$ cat config.mk
export PLATFORM = sky130hd
export DESIGN_NAME = merger_4
export DESIGN_NICKNAME = d
export VERILOG_FILES = /design/src/design/merge_ctrl_pkg.sv /design/src/design/sort_key_pkg.sv /design/src/design/bitonic_merge_8.sv /design/src/design/merge_select.sv /design/src/design/merger_4.sv /design/src/design/tuple_fifo.sv
export SDC_FILE = /design/constraint.sdc
export NUM_CORES = 2
export LEC_CHECK = 0
export CAP_MARGIN = 20
export CORE_AREA = 2 2 395 397
export DETAILED_ROUTE_END_ITERATION = 6
export DIE_AREA = 0 0 397 399
export DONT_BUFFER_PORTS = 1
export GPL_TIMING_DRIVEN = 0
export SYNTH_ARGS = -nofsm -noshare
export SYNTH_HDL_FRONTEND = slang
export SYNTH_SLANG_ARGS = --single-unit
$ cat constraint.sdc
create_clock -name i_clk -period 26.9 [get_ports i_clk]
set_input_delay 4.035 -clock i_clk [delete_from_list [all_inputs] [get_ports i_clk]]
set_output_delay 4.035 -clock i_clk [all_outputs]
set_load 0.1 [all_outputs]
$ cat src/design/merge_ctrl_pkg.sv
package merge_ctrl_pkg;

   // selector states.
   // FILL until the first tuple is held back, then MERGE for good.
   typedef enum logic [1:0] {
      FILL  = 2'd0,
      MERGE = 2'd1
   } sel_state_t;

   // which input FIFO was popped.
   typedef enum logic {
      SIDE_A = 1'b0,
      SIDE_B = 1'b1
   } side_t;

endpackage

$ cat src/design/sort_key_pkg.sv
package sort_key_pkg;

   // key and tuple geometry.
   localparam int KEY_W   = 32;
   localparam int TUPLE_N = 4;
   localparam int TUPLE_W = KEY_W * TUPLE_N;
   localparam int MERGE_N = 2 * TUPLE_N;       // keys seen by the merge network.

   typedef logic [KEY_W-1:0]   key_t;
   typedef logic [TUPLE_W-1:0] tuple_t;         // key 0 in the low bits, smallest.

   // pick key k out of a packed tuple.
   function automatic key_t tuple_key(input tuple_t t, input int k);
      return t[k*KEY_W +: KEY_W];
   endfunction

   // true when keys run non-decreasing from key 0 upward.
   function automatic logic tuple_sorted(input tuple_t t);
      logic ok;
      ok = 1'b1;
      for (int k = 1; k < TUPLE_N; k++) ok &= (tuple_key(t, k-1) <= tuple_key(t, k));
      return ok;
   endfunction

endpackage

$ cat src/design/bitonic_merge_8.sv
module bitonic_merge_8
   import sort_key_pkg::*, merge_ctrl_pkg::*;
(
   input  logic   i_clk,
   input  logic   i_reset,
   // candidate tuples from the two FIFO heads.
   input  tuple_t i_a_head,
   input  tuple_t i_b_head,
   input  side_t  i_side,
   input  logic   i_take,
   input  logic   i_fill,
   output logic   o_net_ready,
   // output register.
   output logic   o_valid,
   output tuple_t o_tuple,
   input  logic   i_ready
);

   localparam int LAYERS = $clog2(MERGE_N);

   tuple_t chosen;
   tuple_t hold_q;          // four largest keys seen but not yet emitted.
   tuple_t out_q;
   logic   out_valid;
   tuple_t lo_tuple;
   tuple_t hi_tuple;

   key_t net [0:LAYERS][0:MERGE_N-1];

   assign chosen = (i_side == SIDE_A) ? i_a_head : i_b_head;

   // free slot now, or the current one leaves on this edge.
   assign o_net_ready = !out_valid || i_ready;

   assign o_valid = out_valid;
   assign o_tuple = out_q;

   // held tuple ascending, chosen tuple reversed, gives a bitonic sequence.
   // then three half-cleaner layers with strides 4, 2, 1.
   always_comb begin
      int stride;
      int lo;
      int hi;
      for (int k = 0; k < TUPLE_N; k++) begin
         net[0][k]         = tuple_key(hold_q, k);
         net[0][TUPLE_N+k] = tuple_key(chosen, TUPLE_N-1-k);
      end
      for (int l = 0; l < LAYERS; l++) begin
         stride = TUPLE_N >> l;
         for (int j = 0; j < TUPLE_N; j++) begin
            lo = (j / stride) * 2 * stride + (j % stride);
            hi = lo + stride;
            if (net[l][lo] <= net[l][hi]) begin
               net[l+1][lo] = net[l][lo];
               net[l+1][hi] = net[l][hi];
            end else begin
               net[l+1][lo] = net[l][hi];    // swap.
               net[l+1][hi] = net[l][lo];
            end
         end
      end
      for (int k = 0; k < TUPLE_N; k++) begin
         lo_tuple[k*KEY_W +: KEY_W] = net[LAYERS][k];
         hi_tuple[k*KEY_W +: KEY_W] = net[LAYERS][TUPLE_N+k];
      end
   end

   // payload.
   always_ff @(posedge i_clk) begin
      if (i_take) begin
         if (i_fill) begin
            hold_q <= chosen;                // nothing to merge with yet.
         end else begin
            hold_q <= hi_tuple;
            out_q  <= lo_tuple;
         end
      end
   end

   always_ff @(posedge i_clk) begin
      if (i_reset) begin
         out_valid <= 1'b0;
      end else if (i_take && !i_fill) begin
         out_valid <= 1'b1;
      end else if (i_ready) begin
         out_valid <= 1'b0;
      end
   end

   // relies on both input streams being sorted and on the pick rule.
   a_out_sorted: assert property (
      @(posedge i_clk) disable iff (i_reset)
      out_valid |-> tuple_sorted(out_q)
   ) else $error("bitonic_merge_8: emitted tuple out of order");

endmodule

$ cat src/design/merge_select.sv
module merge_select
   import sort_key_pkg::*, merge_ctrl_pkg::*;
(
   input  logic   i_clk,
   input  logic   i_reset,
   // FIFO heads.
   input  tuple_t i_a_head,
   input  logic   i_a_nonempty,
   input  tuple_t i_b_head,
   input  logic   i_b_nonempty,
   // network handshake.
   input  logic   i_net_ready,
   output logic   o_a_pop,
   output logic   o_b_pop,
   output side_t  o_side,
   output logic   o_take,
   output logic   o_fill
);

   sel_state_t state;
   sel_state_t state_nxt;

   key_t a_min;
   key_t b_min;
   logic a_first;
   logic both_ready;
   logic pop_en;

   // smallest key of each head.
   assign a_min = tuple_key(i_a_head, 0);
   assign b_min = tuple_key(i_b_head, 0);

   // ties go to A.
   assign a_first = (a_min <= b_min);

   // both heads must be known before we may choose.
   assign both_ready = i_a_nonempty && i_b_nonempty;
   assign pop_en     = both_ready && i_net_ready;

   assign o_side  = a_first ? SIDE_A : SIDE_B;
   assign o_a_pop = pop_en && a_first;
   assign o_b_pop = pop_en && !a_first;
   assign o_take  = o_a_pop || o_b_pop;

   // network loads instead of merging while no tuple is held back.
   assign o_fill = (state == FILL);

   always_comb begin
      state_nxt = state;
      case (state)
         FILL: begin
            if (o_take) state_nxt = MERGE;    // first tuple now held back.
         end
         MERGE: begin
            state_nxt = MERGE;
         end
         default: begin
            state_nxt = FILL;
         end
      endcase
   end

   always_ff @(posedge i_clk) begin
      if (i_reset) state <= FILL;
      else state <= state_nxt;
   end

   // the network needs every popped tuple in ascending key order.
   a_head_sorted: assert property (
      @(posedge i_clk) disable iff (i_reset)
      o_take |-> tuple_sorted((o_side == SIDE_A) ? i_a_head : i_b_head)
   ) else $error("merge_select: popped tuple not in key order");

endmodule

$ cat src/design/merger_4.sv
module merger_4
   import sort_key_pkg::*, merge_ctrl_pkg::*;
#(
   parameter int FIFO_DEPTH = 4
) (
   input  logic   i_clk,
   input  logic   i_reset,
   // input stream A.
   input  logic   i_a_valid,
   input  tuple_t i_a_tuple,
   output logic   o_a_ready,
   // input stream B.
   input  logic   i_b_valid,
   input  tuple_t i_b_tuple,
   output logic   o_b_ready,
   // merged output.
   output logic   o_valid,
   output tuple_t o_tuple,
   input  logic   i_ready
);

   tuple_t a_head;
   tuple_t b_head;
   logic   a_nonempty;
   logic   b_nonempty;
   logic   a_pop;
   logic   b_pop;
   side_t  sel_side;
   logic   take;
   logic   fill;
   logic   net_ready;

   tuple_fifo #(.DEPTH(FIFO_DEPTH)) fifo_a (
      .i_clk(i_clk), .i_reset(i_reset),
      .i_valid(i_a_valid), .i_tuple(i_a_tuple), .o_ready(o_a_ready),
      .i_pop(a_pop), .o_head(a_head), .o_nonempty(a_nonempty)
   );

   tuple_fifo #(.DEPTH(FIFO_DEPTH)) fifo_b (
      .i_clk(i_clk), .i_reset(i_reset),
      .i_valid(i_b_valid), .i_tuple(i_b_tuple), .o_ready(o_b_ready),
      .i_pop(b_pop), .o_head(b_head), .o_nonempty(b_nonempty)
   );

   merge_select select_i (
      .i_clk(i_clk), .i_reset(i_reset),
      .i_a_head(a_head), .i_a_nonempty(a_nonempty),
      .i_b_head(b_head), .i_b_nonempty(b_nonempty),
      .i_net_ready(net_ready),
      .o_a_pop(a_pop), .o_b_pop(b_pop),
      .o_side(sel_side), .o_take(take), .o_fill(fill)
   );

   bitonic_merge_8 network_i (
      .i_clk(i_clk), .i_reset(i_reset),
      .i_a_head(a_head), .i_b_head(b_head),
      .i_side(sel_side), .i_take(take), .i_fill(fill),
      .o_net_ready(net_ready),
      .o_valid(o_valid), .o_tuple(o_tuple), .i_ready(i_ready)
   );

endmodule

$ cat src/design/tuple_fifo.sv
module tuple_fifo
   import sort_key_pkg::*;
#(
   parameter int DEPTH = 4
) (
   input  logic   i_clk,
   input  logic   i_reset,
   // write side.
   input  logic   i_valid,
   input  tuple_t i_tuple,
   output logic   o_ready,
   // read side.
   input  logic   i_pop,
   output tuple_t o_head,
   output logic   o_nonempty
);

   localparam int ADDR_W = (DEPTH > 1) ? $clog2(DEPTH) : 1;
   localparam logic [ADDR_W:0] CNT_FULL = (ADDR_W+1)'(DEPTH);

   tuple_t            mem [0:DEPTH-1];
   logic [ADDR_W-1:0] wr_ptr;
   logic [ADDR_W-1:0] rd_ptr;
   logic [ADDR_W:0]   count;
   logic              wr_en;

   // a pop in the same cycle frees the slot, so full does not block.
   assign o_ready    = (count != CNT_FULL) || i_pop;
   assign wr_en      = i_valid && o_ready;
   assign o_head     = mem[rd_ptr];
   assign o_nonempty = (count != '0);

   always_ff @(posedge i_clk) begin
      if (wr_en) mem[wr_ptr] <= i_tuple;
   end

   always_ff @(posedge i_clk) begin
      if (i_reset) begin
         wr_ptr <= '0;
         rd_ptr <= '0;
         count  <= '0;
      end else begin
         if (wr_en) wr_ptr <= wr_ptr + 1'b1;   // wraps, depth is a power of two.
         if (i_pop) rd_ptr <= rd_ptr + 1'b1;
         case ({wr_en, i_pop})
            2'b10:   count <= count + 1'b1;
            2'b01:   count <= count - 1'b1;
            default: count <= count;
         endcase
      end
   end

   // selector must only pop a FIFO that holds a tuple.
   a_no_pop_empty: assert property (
      @(posedge i_clk) disable iff (i_reset)
      i_pop |-> (count != '0)
   ) else $error("tuple_fifo: pop while empty");

   a_count_bound: assert property (
      @(posedge i_clk) disable iff (i_reset)
      count <= CNT_FULL
   ) else $error("tuple_fifo: occupancy above depth");

endmodule

==> impl_results.md <==
- Via count of the first global-routing pass: 44.58k
- Startpoint of the lowest-slack hold path: fifo_b.wr_ptr[1]$_SDFFE_PP0P_
- Largest fanout on the critical path: 10
- Netlist Area Pre-Place: approximately 69000 um^2
- Vias post-DR: ~45k
- Fraction of layout cells with a size suffix above 1: ~16%
- Global-route wire length before repair: 347.4 mm
- Maximum number of pins on one net before global-route repair: just over 90
- Number of library cell types mapped by synthesis: 86
- H-tree lvl count: 4
- Flops & latches, synth: roughly 1.3k
- Most prevalent standard cell on the critical path: clkbuf_1
- Complex-gate fraction of the synthesized area: a little under a tenth
- Kind of start point of the critical path: flop
- Synthesis Warnings: 0
- Post-detailed-route via-to-cell ratio: about 6.2
- Post-DP HPWL: approximately 200 mm
- Routed wire length: between 200 and 300 mm
- Setup-failing EPs final: 0
- Die Area: roughly 160000 um^2
- Clock buffers created by TritonCTS: 144
- Post-route ant nets: 0
- Post CTS Setup Buffer Count: 0
- Transition time of the tightest slew-check pin: ~1.3 ns
- Post-synthesis simple-gate area fraction: around 5.7%
- Reg2Reg Setup Slack: approximately 6.6 ns
- Worst Path Required: 27.31 ns
- Core Box Area: roughly 150000 um^2
- Arrival time at the worst endpoint: ~21 ns
- Clock net sink count: ~1.3k
- Final worst-path cycle share: between 70% and 80%
- Cell type with the largest total area after synthesis: edfxtp_1
- Worst setup path class: flop to flop
- I/O pin count: 392
- Count of cells along the worst register-to-register path: between 50 and 60
- Final core occ: approximately 50%
- Largest stage delay on the critical path: between 1 and 1.5 ns
- Buffer levels on the longest clock path: 3
- Initial core utilization: 44.78%
- Post-Synthesis Net Count: ~5.6k
- Flip-flop cell with the highest count after synthesis: edfxtp_1
- Top cells by area, synth: edfxtp_1 (56%), mux4_2 (8.4%), ha_1 (7.6%), mux2i_1 (6.9%), inv_1 (2.2%)
- Remaining DRCs: 0
- Clock latency of the later-clocked register in the worst-skew pair: roughly 0.82 ns
- Initial antenna violation count: 5
- Clock-pin slew on the worst setup and hold paths: about 0.060 ns
- Floorplan die width: 397 um
- Final sum of negative setup slack: 0 ns
- Slew Viols, Final: 0
- Portion of synthesized cell area occupied by the leading cell type: around 56%
- Number of enable flip-flop cells after synthesis: 1280
- Worst setup EP type: flop
- Final-report hold violation count: 0
- Gate count of the mapped netlist: 4906
- Main combinational cell family by area after synthesis: multiplexers
- Synthesized area per cell: 14.03 um^2
- Synthesis-to-finish area growth: 11.98%
- Max Clock Freq: 49.31 MHz
- Worst setup skew after layout: 0.04764 ns
- Number of buffers added on ports: 0
- Row cnt: between 100 and 150
- Final period demand of the worst path: about 20 ns
- Result of the run: finished clean
- Register area share after synthesis: a little under three fifths
- Hold EP: fifo_b.wr_ptr[1]$_SDFFE_PP0P_
- Routability cong.: ~1.1
- Share of the synthesized netlist area taken by xor and xnor gates: less than 1%
- RSZ-0062 raised after global routing: false
- Type of the most critical hold path: flop to flop
- # hold bufs at CTS: 0
- Clock Tree Root: clkbuf_16
- Clock tree from TritonCTS: built
- Hold path depth: 2
- DR WL/cell: approximately 35 um
- Share of async-settable or async-resettable flops after synthesis: 0%
- Portion of netlist area occupied by mux cells: between 10% and 20%
- Max-capacitance violation count: 0
- Grt total ovfl: 0
- Capture instance of the worst register-to-register path: network_i.hold_q[60]$_DFFE_PP_
- Number of DRC violations after detailed-routing iteration 0: between 4k and 5k
- Adder-cell share of the synthesized area: approximately 7.7%
- Max-slew headroom: 13.54%
- Die Ht: roughly 400 um
- DR pass1 iterations: 6
- Worst-path cell with the longest stage delay: mux2i_1
- Layout net count: 5803
- Number of resized instances in the post-cts repair step: 0
- GR Util All Layers: 31.61%
[flip-flops by register name (all words and copies together), names as in the netlist, named ones only]
name	count
fifo_a.count	3
fifo_a.mem	512
fifo_a.rd_ptr	2
fifo_a.wr_ptr	2
fifo_b.count	3
fifo_b.mem	512
fifo_b.rd_ptr	2
fifo_b.wr_ptr	2
network_i.hold_q	128
network_i.o_tuple	128
network_i.o_valid	1
select_i.state	1
[worst max-delay path: cells and delay by family, from the launching register on]
kind	cells	cell delay, ns
buffers and inverters	13	7.03
AO/OA/AOI/OAI	21	5.73
AND/OR/NAND/NOR	14	4.15
multiplexers	2	1.60
adder cells (fa/ha/maj)	4	0.90
flip-flops	1	0.34
[cells by family (layout without fill, tap and decap cells)]
logic type	count (synthesis)	after routing
other cells	0	3
buf+inv	655	984
mux	807	807
compound gates	925	925
flops	1300	1300
simple gates	784	784
fa+ha+maj	420	420
xor+xnor	15	15
[worst max path at each step]
stage | start | endpoint | slack (ns) | cells after the start
global placement | i_ready | fifo_a.mem[0][82]$_DFFE_PP_ | 1.43 | 6
floorplan | i_ready | o_a_ready | 11.81 | 5
CTS | flop | network_i.hold_q[62]$_DFFE_PP_ | 7.18 | 54
global route | flop | network_i.hold_q[62]$_DFFE_PP_ | 6.69 | 54
finish | flop | network_i.hold_q[60]$_DFFE_PP_ | 6.62 | 54
detailed placement | flop | network_i.hold_q[62]$_DFFE_PP_ | 7.26 | 54
[placed cells by master, fill, tap and decap left out, types with 64 or more instances in the layout]
master     synthesis  final
a21o_1           127    127
a21oi_1          104    104
a221oi_1         118    118
a31oi_1          103    103
and2_1            64     64
clkbuf_1         138    167
clkbuf_16          0    145
edfxtp_1        1280   1280
ha_1             417    417
inv_1            397    396
mux2_2            71     71
mux2i_1          473    463
mux4_2           256    256
nand2_1          210    210
nand3_1           84     84
nand4_1           84     84
nor2_1           156    155
o21ai_0          103    103
or2_2             66     66
[layout make-up]
cell class / count / area (um^2)
diodes: 3 / 7.507
well taps: 2044 / 2557
inverters: 397 / 1495
clock inverters: 80 / 788.3
clock buffers: 178 / 3752
multi-input cells: 2951 / 27420
flip-flops and latches: 1300 / 38840
repair buffers: 71 / 1047
plain buffers: 258 / 1171
fillers: 13100 / 76620
[synthesized netlist by cell type, types with 12 or more instances]
library cell / instances
a21o_1: 127
a21oi_1: 104
a221oi_1: 118
a22oi_1: 32
a31oi_1: 103
a41oi_1: 31
and2_1: 64
and3_1: 12
buf_1: 33
buf_2: 60
buf_4: 13
clkbuf_1: 138
dfxtp_1: 20
edfxtp_1: 1280
ha_1: 417
inv_1: 397
mux2_2: 71
mux2i_1: 473
mux4_2: 256
nand2_1: 210
nand2b_1: 25
nand3_1: 84
nand4_1: 84
nor2_1: 156
nor2b_1: 35
nor3_1: 16
o21a_1: 44
o21ai_0: 103
o21ai_1: 53
o21ai_2: 13
o31ai_1: 63
o41ai_1: 60
or2_2: 66
[metal layers]
layer,share of wire (%),up-vias,global-route usage [%]
met1,43,23290,43.35
met5,0,-,0
met3,9.8,323,9.529
met2,44,2102,47.76
li1,-,19760,-
met4,3.7,0,10.98
[per-stage QoR]
step | cell area, um^2 | hold slack, ns | setup WS (ns) | cells
finish | 77070 | 0.5046 | 6.620 | 7282
global placement | 71380 | 0.4780 | 1.432 | 6950
floorplan | 68820 | 0.4661 | 11.81 | 4906
CTS | 76940 | 0.5058 | 7.181 | 7263
global route | 77060 | 0.5418 | 6.688 | 7279
detailed placement | 72400 | 0.4994 | 7.261 | 7005
Power is left out: the tool's default activity adds up to more than one toggle a clock period on the data nets, which glitch-free logic cannot reach.
